`src/source/alu_ops_pkg.sv`:
```
package alu_ops_pkg;

    // alu function select, same encoding as the old alu funct field
    typedef enum logic [2:0] {
        OP_ADD  = 3'd0, // a + b
        OP_SUB  = 3'd1, // a - b
        OP_SHL  = 3'd2, // logical left by b
        OP_SHR  = 3'd3, // logical right by b
        OP_LOAD = 3'd4, // pass a
        OP_AND  = 3'd5,
        OP_XOR  = 3'd6,
        OP_NOT  = 3'd7  // ~a, b ignored
    } alu_op_e;

    // branch style condition codes, signed compare of a against b
    typedef enum logic [2:0] {
        COND_EQ     = 3'd0,
        COND_NE     = 3'd1,
        COND_LT     = 3'd2,
        COND_GE     = 3'd3,
        COND_GT     = 3'd4,
        COND_LE     = 3'd5,
        COND_ALWAYS = 3'd6, // unconditional
        COND_NEVER  = 3'd7
    } cond_e;

endpackage : alu_ops_pkg

```
`src/source/exec_types_pkg.sv`:
```
package exec_types_pkg;

    localparam int DATA_W = 32; // operand and result width
    localparam int TAG_W  = 4;  // command tag, echoed in the response

    // command as it sits in the queue
    typedef struct packed {
        alu_ops_pkg::alu_op_e      op;
        alu_ops_pkg::cond_e        cond;
        logic signed [DATA_W-1:0]  a;
        logic signed [DATA_W-1:0]  b;
        logic [TAG_W-1:0]          tag;
    } exec_cmd_t;

    // status from the alu
    typedef struct packed {
        logic overflow; // signed, add and sub only
        logic negative;
        logic zero;
    } alu_flags_t;

    // compare side
    typedef struct packed {
        logic equal;
        logic greater;
        logic less;
        logic taken; // condition code outcome
    } cmp_flags_t;

    // one response per command, in command order
    typedef struct packed {
        logic signed [DATA_W-1:0] result;
        alu_flags_t               alu_flags;
        cmp_flags_t               cmp_flags;
        logic [TAG_W-1:0]         tag;
    } exec_resp_t;

endpackage : exec_types_pkg

```
`src/source/cmd_queue.sv`:
```
module cmd_queue #(
    parameter int CMD_DEPTH = 4
) (
    input  logic                      clk,
    input  logic                      arst_n,
    input  logic                      cmd_valid,  // upstream only sends with a credit
    input  exec_types_pkg::exec_cmd_t cmd,
    input  logic                      pop,
    output logic                      head_valid,
    output exec_types_pkg::exec_cmd_t head,
    output logic                      cmd_credit  // one pulse per freed entry
);
    import exec_types_pkg::*;

    localparam int PTR_W = (CMD_DEPTH > 1) ? $clog2(CMD_DEPTH) : 1;
    localparam int CNT_W = $clog2(CMD_DEPTH + 1);

    exec_cmd_t        mem [CMD_DEPTH]; // payload storage
    logic [PTR_W-1:0] wr_ptr;
    logic [PTR_W-1:0] rd_ptr;
    logic [CNT_W-1:0] count;           // occupancy

    assign head_valid = (count != '0);
    assign head       = mem[rd_ptr];   // read side is combinational

    // payload write on each accepted command
    always_ff @(posedge clk) begin
        if (cmd_valid) begin
            mem[wr_ptr] <= cmd;
        end
    end

    always_ff @(posedge clk or negedge arst_n) begin
        if (!arst_n) begin
            wr_ptr     <= '0;
            rd_ptr     <= '0;
            count      <= '0;
            cmd_credit <= 1'b0;
        end else begin
            if (cmd_valid) begin
                // wrap by compare, depth need not be a power of two
                wr_ptr <= (wr_ptr == PTR_W'(CMD_DEPTH - 1)) ? '0 : wr_ptr + 1'b1;
            end
            if (pop) begin
                rd_ptr <= (rd_ptr == PTR_W'(CMD_DEPTH - 1)) ? '0 : rd_ptr + 1'b1;
            end
            case ({cmd_valid, pop})
                2'b10:   count <= count + 1'b1;
                2'b01:   count <= count - 1'b1;
                default: count <= count;   // idle or push and pop together
            endcase
            cmd_credit <= pop; // credit back the cycle after the pop edge
        end
    end

endmodule : cmd_queue

```
`src/source/alu.sv`:
```
module alu (
    input  alu_ops_pkg::alu_op_e                    op,
    input  logic signed [exec_types_pkg::DATA_W-1:0] a,
    input  logic signed [exec_types_pkg::DATA_W-1:0] b,
    output logic signed [exec_types_pkg::DATA_W-1:0] result,
    output exec_types_pkg::alu_flags_t               flags
);
    import alu_ops_pkg::*;
    import exec_types_pkg::*;

    logic signed [DATA_W-1:0] res_add;
    logic signed [DATA_W-1:0] res_sub;
    logic [DATA_W-1:0]        shamt;    // full b, 32 and up shifts everything out
    logic                     ovf_add;
    logic                     ovf_sub;

    assign res_add = a + b;
    assign res_sub = a - b;
    assign shamt   = $unsigned(b);

    // same sign in, other sign out
    assign ovf_add = (a[DATA_W-1] == b[DATA_W-1]) && (res_add[DATA_W-1] != a[DATA_W-1]);
    // signs differ and result left the sign of a
    assign ovf_sub = (a[DATA_W-1] != b[DATA_W-1]) && (res_sub[DATA_W-1] != a[DATA_W-1]);

    always_comb begin
        case (op)
            OP_ADD:  result = res_add;
            OP_SUB:  result = res_sub;
            OP_SHL:  result = a << shamt;
            OP_SHR:  result = $signed($unsigned(a) >> shamt); // logical, zero fill
            OP_LOAD: result = a;
            OP_AND:  result = a & b;
            OP_XOR:  result = a ^ b;
            OP_NOT:  result = ~a;
            default: result = '0;
        endcase
    end

    always_comb begin
        case (op)
            OP_ADD:  flags.overflow = ovf_add;
            OP_SUB:  flags.overflow = ovf_sub;
            default: flags.overflow = 1'b0; // logic and shifts never overflow
        endcase
    end

    assign flags.negative = result[DATA_W-1];
    assign flags.zero     = (result == '0);

endmodule : alu

```
`src/source/cond_eval.sv`:
```
module cond_eval (
    input  alu_ops_pkg::cond_e                      cond,
    input  logic signed [exec_types_pkg::DATA_W-1:0] a,
    input  logic signed [exec_types_pkg::DATA_W-1:0] b,
    output exec_types_pkg::cmp_flags_t               flags
);
    import alu_ops_pkg::*;

    logic eq;
    logic gt;
    logic lt;
    logic taken;

    // both operands signed, so these are signed compares
    assign eq = (a == b);
    assign gt = (a > b);
    assign lt = (a < b);

    always_comb begin
        case (cond)
            COND_EQ:     taken = eq;
            COND_NE:     taken = !eq;
            COND_LT:     taken = lt;
            COND_GE:     taken = gt | eq;
            COND_GT:     taken = gt;
            COND_LE:     taken = lt | eq;
            COND_ALWAYS: taken = 1'b1;
            COND_NEVER:  taken = 1'b0;
            default:     taken = 1'b0;
        endcase
    end

    assign flags.equal   = eq;
    assign flags.greater = gt;
    assign flags.less    = lt;
    assign flags.taken   = taken;

endmodule : cond_eval

```
`src/source/result_merge.sv`:
```
module result_merge #(
    parameter int RESP_CREDITS = 2
) (
    input  logic                                     clk,
    input  logic                                     arst_n,
    input  logic                                     head_valid,
    input  logic [exec_types_pkg::TAG_W-1:0]         tag,
    input  logic signed [exec_types_pkg::DATA_W-1:0] alu_result,
    input  exec_types_pkg::alu_flags_t               alu_flags,
    input  exec_types_pkg::cmp_flags_t               cmp_flags,
    input  logic                                     resp_credit, // downstream frees one slot
    output logic                                     pop,
    output logic                                     resp_valid,
    output exec_types_pkg::exec_resp_t               resp
);
    import exec_types_pkg::*;

    localparam int CNT_W = $clog2(RESP_CREDITS + 1);

    logic [CNT_W-1:0] credit_cnt; // downstream slots we may still fill
    exec_resp_t       resp_d;

    // send whenever there is work and a slot downstream
    assign pop = head_valid && (credit_cnt != '0);

    // join the two parallel results
    always_comb begin
        resp_d.result    = alu_result;
        resp_d.alu_flags = alu_flags;
        resp_d.cmp_flags = cmp_flags;
        resp_d.tag       = tag;
    end

    // response payload, loaded only on pop
    always_ff @(posedge clk) begin
        if (pop) begin
            resp <= resp_d;
        end
    end

    always_ff @(posedge clk or negedge arst_n) begin
        if (!arst_n) begin
            resp_valid <= 1'b0;
            credit_cnt <= CNT_W'(RESP_CREDITS);
        end else begin
            resp_valid <= pop; // single cycle strobe
            case ({pop, resp_credit})
                2'b10:   credit_cnt <= credit_cnt - 1'b1; // spent on send
                2'b01:   credit_cnt <= credit_cnt + 1'b1; // returned
                default: credit_cnt <= credit_cnt;        // none, or both cancel
            endcase
        end
    end

endmodule : result_merge

```
`src/source/exec_unit.sv`:
```
module exec_unit #(
    parameter int CMD_DEPTH    = 4,
    parameter int RESP_CREDITS = 2
) (
    input  logic                       clk,
    input  logic                       arst_n,
    input  logic                       cmd_valid,
    input  exec_types_pkg::exec_cmd_t  cmd,
    output logic                       cmd_credit,
    output logic                       resp_valid,
    output exec_types_pkg::exec_resp_t resp,
    input  logic                       resp_credit
);
    import exec_types_pkg::*;

    logic                     head_valid;
    exec_cmd_t                head;        // queue head, read by both units
    logic                     pop;
    logic signed [DATA_W-1:0] alu_result;
    alu_flags_t               alu_flags;
    cmp_flags_t               cmp_flags;

    cmd_queue #(
        .CMD_DEPTH (CMD_DEPTH)
    ) u_cmd_queue (
        .clk        (clk),
        .arst_n     (arst_n),
        .cmd_valid  (cmd_valid),
        .cmd        (cmd),
        .pop        (pop),
        .head_valid (head_valid),
        .head       (head),
        .cmd_credit (cmd_credit)
    );

    // result path
    alu u_alu (
        .op     (head.op),
        .a      (head.a),
        .b      (head.b),
        .result (alu_result),
        .flags  (alu_flags)
    );

    // compare path, side by side with the alu
    cond_eval u_cond_eval (
        .cond  (head.cond),
        .a     (head.a),
        .b     (head.b),
        .flags (cmp_flags)
    );

    result_merge #(
        .RESP_CREDITS (RESP_CREDITS)
    ) u_result_merge (
        .clk         (clk),
        .arst_n      (arst_n),
        .head_valid  (head_valid),
        .tag         (head.tag),
        .alu_result  (alu_result),
        .alu_flags   (alu_flags),
        .cmp_flags   (cmp_flags),
        .resp_credit (resp_credit),
        .pop         (pop),
        .resp_valid  (resp_valid),
        .resp        (resp)
    );

endmodule : exec_unit

```
`config.mk`:
```
export PLATFORM = sky130hd
export DESIGN_NAME = exec_unit
export DESIGN_NICKNAME = d
export VERILOG_FILES = /design/src/source/alu_ops_pkg.sv /design/src/source/exec_types_pkg.sv /design/src/source/cmd_queue.sv /design/src/source/alu.sv /design/src/source/cond_eval.sv /design/src/source/result_merge.sv /design/src/source/exec_unit.sv
export SDC_FILE = /design/constraint.sdc
export NUM_CORES = 1
export LEC_CHECK = 0
export BUFFER_PORTS_ARGS = -buffer_cell sky130_fd_sc_hd__clkbuf_2
export CAP_MARGIN = 5
export CORE_MARGIN = 4
export CORE_UTILIZATION = 35
export CTS_BUF_LIST = sky130_fd_sc_hd__clkbuf_8
export DETAILED_ROUTE_END_ITERATION = 10
export HOLD_SLACK_MARGIN = 0.15
export PLACE_DENSITY_LB_ADDON = 0.15
export SETUP_SLACK_MARGIN = 0.5
export SLEW_MARGIN = 20
export SYNTH_ARGS = -nofsm -noshare
export SYNTH_HDL_FRONTEND = slang
export SYNTH_HIERARCHICAL = 1
export SYNTH_SLANG_ARGS = --single-unit
```
`constraint.sdc`:
```
create_clock -name clk -period 8.6 [get_ports clk]
set_input_delay 1.72 -clock clk [delete_from_list [all_inputs] [get_ports clk]]
set_output_delay 1.72 -clock clk [all_outputs]
set_load 0.02 [all_outputs]
```
Word level (Yosys, flattened, before mapping)
Memories as Yosys holds them, arrays and structs flattened.
Cells that the tools add are included.
{"block": "op_classes", "addsub": 8, "multipliers": 0, "div_mod_pow": 0, "order_cmp": 2, "n_eq_ne": 25, "n_shift": 2, "mux": 9, "n_bitwise": 5, "n_reduce_logical": 11}
{"op": "one-hot mux 32 bit (8 select lines)", "n": 1}
{"op": "adder 32 bit", "n": 1}
{"op": "bitwise AND 32 bit", "n": 1}
{"op": "equality test 32 bit", "n": 1}
{"op": "> comparator 32 bit", "n": 1}
{"op": "logical NOT 32 bit", "n": 1}
{"op": "< comparator 32 bit", "n": 1}
{"op": "NOT 32 bit", "n": 1}
{"op": "<< shifter 32 x 32 -> 32 bit", "n": 1}
{"op": ">> shifter 32 x 32 -> 32 bit", "n": 1}
{"op": "subtractor 32 bit", "n": 1}
{"op": "XOR 32 bit", "n": 1}
{"op": "equality test 3 bit, second input constant", "n": 8}
{"op": "equality test 3 x 2 -> 1 bit, second input constant", "n": 4}
{"op": "equality test 2 bit, second input constant", "n": 4}
{"op": "one-hot mux 1 bit (8 select lines)", "n": 1}
{"op": "adder 2 x 1 -> 2 bit, second input constant", "n": 3}
{"op": "equality test 3 x 1 -> 1 bit, second input constant", "n": 2}
{"op": "logical NOT 3 bit", "n": 2}
{"op": "one-hot mux 3 bit (2 select lines)", "n": 1}
{"op": "nonzero test 2 bit", "n": 3}
{"op": "equality test 2 x 1 -> 1 bit, second input constant", "n": 2}
{"op": "2-to-1 mux 2 bit", "n": 2}
{"op": "one-hot mux 2 bit (2 select lines)", "n": 1}
{"op": "11 further kinds", "n": 17}
{"block": "word_totals", "regBits": 53, "latch_bits": 0, "mem_bits_rw": 296, "romBits": 0, "output_inout_bits": 45, "wordCells": 77, "n_memories": 1}
{"memory": "u_cmd_queue.mem", "words": 4, "width": 74, "read_ports": 1, "rd_ports_with_merged_regs": 0, "wr": 1, "line": "cmd_queue.sv:18", "text": "exec_cmd_t mem [CMD_DEPTH];"}

Logic depth before layout (Yosys ltp)
An unclocked memory read counts as a cell.
{"block": "logic_depth", "word_depth": 5, "ltp_mapped": 21}

By module
Netlist, hierarchy kept.
{"mod": "cmd_queue", "instances": 1, "cells_per_inst": 426, "area_per_inst_um2": 11155.7, "seq_area_each_um2": 9088.7}
{"mod": "alu", "instances": 1, "cells_per_inst": 1311, "area_per_inst_um2": 9380.2, "seq_area_each_um2": 0.0}
{"mod": "result_merge", "instances": 1, "cells_per_inst": 53, "area_per_inst_um2": 1418.9, "seq_area_each_um2": 1367.6}
{"mod": "cond_eval", "instances": 1, "cells_per_inst": 133, "area_per_inst_um2": 963.4, "seq_area_each_um2": 0.0}

Worst setup path before layout
OpenSTA, ideal clock, no wires.
{"block": "synth_timing", "path_kind": "reg-to-reg", "startpoint": "reg u_cmd_queue.rd_ptr[0]", "endpoint": "reg, netlist name u_result_merge/resp[8]", "setup_ps": 134, "arrival_ps": 6005, "path_slack_ps": 2462, "path_stages_with_launch": 21, "synth_period_minus_slack_ps": 6138, "cell_sequence": "dfrtp_1 > buf_6 > buf_4 > mux4_2 > inv_1 > buf_1 > buf_1 > clkbuf_1 > ha_1 > buf_2 > o21ba_1 > or3_1 > a311oi_1 > o211a_1 > o2111ai_1 > mux2_1 > a211o_1 > or4_1 > or4_1 > nor4_2 > and4_1"}
{"element": "start: declaration", "line": "cmd_queue.sv:20", "text": "logic [PTR_W-1:0] rd_ptr;"}
{"element": "start signal: assignment", "line": "cmd_queue.sv:45", "text": "rd_ptr <= (rd_ptr == PTR_W'(CMD_DEPTH - 1)) ? '0 : rd_ptr + 1'b1;"}

==> impl_metrics.env <==
export IMPL_status="complete, no violations"
export IMPL_hold_path_depth=1
export IMPL_synth_top_family_by_area="multiplexers"
export IMPL_gr_usage_met1=0.300
export IMPL_syn_to_final_growth_pct=9.73
export IMPL_met3_usage=0.0433
export IMPL_whs_endpoint="u_cmd_queue/count[2]$_DFFE_PN0P_"
export IMPL_slowest_delay_ns=0.89
export IMPL_finalHoldViolations=0
export IMPL_cp_end_kind="flop"
export IMPL_synthMuxAreaShare=0.174
export IMPL_ys_flop_type="edfxtp_1"
export IMPL_htreeDepth=2
export IMPL_cpMostUsedCell="or4_1"
export IMPL_r2r_end="u_result_merge/resp[8]$_DFFE_PP_"
export IMPL_die_w_um=264
export IMPL_drv_slew=0
export IMPL_final_common_cell="edfxtp_1"
export IMPL_core_area_mm2=0.0646
export IMPL_grt_overflow=0
export IMPL_ys_seq_elements=350
export IMPL_fin_cells=2880
export IMPL_place_gp_congestion=0.939
export IMPL_grt_busiest_layer="met2"
export IMPL_drt_first_pass_iters=5
export IMPL_initial_core_util=0.355
export IMPL_postCtsSetupBuffers=0
export IMPL_synthArstFlopShare=0.0314
export IMPL_critPathRequiredTime_ns=9.11
export IMPL_holdBufCountCts=0
export IMPL_syn_num_nets=2106
export IMPL_cts_buffers=59
export IMPL_grt_max_degree=59
export IMPL_n_fill_cell=6286
export IMPL_r2r_start="u_cmd_queue/rd_ptr[1]$_DFFE_PN0P_"
export IMPL_worst_setup_path_type="reg -> reg"
export IMPL_fin_crit_sh=0.758
export IMPL_slew_limit_headroom=0.233
export IMPL_drt_antenna_violating_nets=0
export IMPL_synth_adder_area_share=0.0583
export IMPL_io_buffer_count=122
export IMPL_crit_arrival_ns=7.03
export IMPL_die_h_um=264
export IMPL_cts_resized=0
export IMPL_synth_top_area_share=0.444
export IMPL_avgSynthCellArea_um2=11.9
export IMPL_grt_pass1_wl_um=112000
export IMPL_tightest_slew_ns=1.15
export IMPL_antenna_found_initial=6
export IMPL_fin_skew_ns=0.0349
export IMPL_ys_types=101
export IMPL_finalWorstPathRequiredPeriod_ns=6.52
export IMPL_vias=17300
export IMPL_r2r_cells=14
export IMPL_synthSimpleGateAreaFrac=0.101
export IMPL_synth_top_area_cell="edfxtp_1"
export IMPL_finalSetupViolations=0
export IMPL_syn_area_mm2=0.0229
export IMPL_clock_latency_ns=0.66
export IMPL_start_kind="flop"
export IMPL_io_pins=123
export IMPL_path_cells="mux4_4, inv_1, fa_1, o21ba_1, or3_1, a311oi_1, o211a_1, o21ai_1, a221o_1, a211o_1, or4_1, or4_1, nor4_2, and4_1"
export IMPL_crit_slowest_cell="mux4_4"
export IMPL_multi_input_area_mm2=0.0113
export IMPL_viasPerCell=6.02
export IMPL_drive_gt1_frac=0.213
export IMPL_grt_usage=0.212
export IMPL_synth_area_leaders="edfxtp_1 44%, mux4_2 13%, ha_1 5.6%"
export IMPL_synth_compound_area_frac=0.150
export IMPL_synth_seq_area_share=0.456
export IMPL_final_setup_tns_ns=0
export IMPL_cts_root_buf="clkbuf_8"
export IMPL_drt_iter0_drc=1659
export IMPL_yosys_warnings=6
export IMPL_drc=0
export IMPL_drt_wl_total_um=76300
export IMPL_syn_inst=1923
export IMPL_synth_xor_area_frac=0.00994
export IMPL_worstHoldStart="u_cmd_queue/count[2]$_DFFE_PN0P_"
export IMPL_rsz0062_at_grt="false"
export IMPL_fmax_ghz=0.153
export IMPL_die_area_mm2=0.0696
export IMPL_first_global_vias=17000
export IMPL_synth_edf_count=339
export IMPL_hold_class="reg -> reg"
export IMPL_wl_per_cell_um=26.5
export IMPL_place_hpwl_um=54700
export IMPL_worstPathMaxFanout=47
export IMPL_met2_usage=0.330
export IMPL_cts_sinks=350
export IMPL_path_clk_slew_ns=0.06
export IMPL_nets=2164
export IMPL_regArea_mm2=0.0105
export IMPL_place_inst=2775
export IMPL_cts_tree="yes"
export IMPL_maxCapViolCount=0
export IMPL_clockBufferDepth=3
export IMPL_rows=93
export IMPL_final_cell_mix="339 x edfxtp_1, 132 x mux4_2, 124 x a21oi_1"
export IMPL_r2r_slack_ns=2.08
logic make-up after synthesis:
logic type      after synthesis
simple gates                459
compound gates              505
fa+ha+maj                   105
buf+inv                     257
flops                       350
xor+xnor                     26
mux                         221
routing by layer:
metal,vias up,part of all wire
li1,7723,-
met1,8772,0.44
met2,715,0.45
met3,125,0.076
met4,4,0.031
met5,-,0.00045
per-stage QoR:
stage	instance area, µm²	hold WS [ns]	util	setup slack (ns)
CTS	25100	0.474	0.389	2.06
floorplan	22900	0.434	-	2.46
global placement	24100	0.449	0.373	2.12
global route	25100	0.499	0.389	1.81
detailed placement	24100	0.466	0.373	2.11
finish	25100	0.473	0.389	2.08
layout make-up:
class                           instances  share of cell area
Timing Repair Buffer                  151              0.0334
Antenna cell                            1           0.0000995
Inverter                              103              0.0154
Clock inverter                         44             0.00910
Multi-Input combinational cell       1316               0.450
Sequential cell                       350               0.416
Tap cell                              855              0.0425
Clock buffer                           60              0.0328
Yosys cell counts (all sizes together) (14+ instances only):
master  number
xnor2       18
o22ai       18
a21o        22
o21ai       76
nor2       121
o31ai       14
nand3       38
a21oi      124
and2        17
mux2        42
nand2b      14
o311ai      16
o211ai      34
ha         102
clkbuf      96
and3        14
nand2      101
a211oi      23
buf         58
a22oi       25
nand4       23
inv        102
mux2i       43
mux4       136
nor2b       20
nor4        16
nor3        44
edfxtp     339
a31oi       28
registers in the layout (all words and copies together), names as in the netlist:
name	cells
u_result_merge/credit_cnt	2
u_cmd_queue/mem	296
u_result_merge/resp	43
u_result_merge/resp_valid	1
u_cmd_queue/count	3
u_cmd_queue/rd_ptr	2
u_cmd_queue/wr_ptr	2
u_cmd_queue/cmd_credit	1
critical path, delay by kind of cell, from the launching register on:
kind / cells / cell delay, ns
adders and majority gates: 1 / 0.53
buffers and inverters: 1 / 0.36
and+or+nand+nor: 5 / 1.85
muxes: 1 / 0.89
DFF: 1 / 0.87
AOI/OAI and AO/OA: 6 / 1.84
how the worst max path moves through the flow:
stage                                           start                                to  slack [ns]  cells past startpoint
floorplan           u_cmd_queue/rd_ptr[0]$_DFFE_PN0P_  u_result_merge/resp[8]$_DFFE_PP_        2.46                     20
global placement    u_cmd_queue/rd_ptr[1]$_DFFE_PN0P_  u_result_merge/resp[8]$_DFFE_PP_        2.12                     14
detailed placement  u_cmd_queue/rd_ptr[1]$_DFFE_PN0P_  u_result_merge/resp[8]$_DFFE_PP_        2.11                     14
CTS                 u_cmd_queue/rd_ptr[1]$_DFFE_PN0P_  u_result_merge/resp[8]$_DFFE_PP_        2.06                     14
global route        u_cmd_queue/rd_ptr[1]$_DFFE_PN0P_  u_result_merge/resp[8]$_DFFE_PP_        1.81                     14
finish              u_cmd_queue/rd_ptr[1]$_DFFE_PN0P_  u_result_merge/resp[8]$_DFFE_PP_        2.08                     14
Power is left out: the tool's default activity adds up to more than one toggle a clock period on the data nets, which glitch-free logic cannot reach.
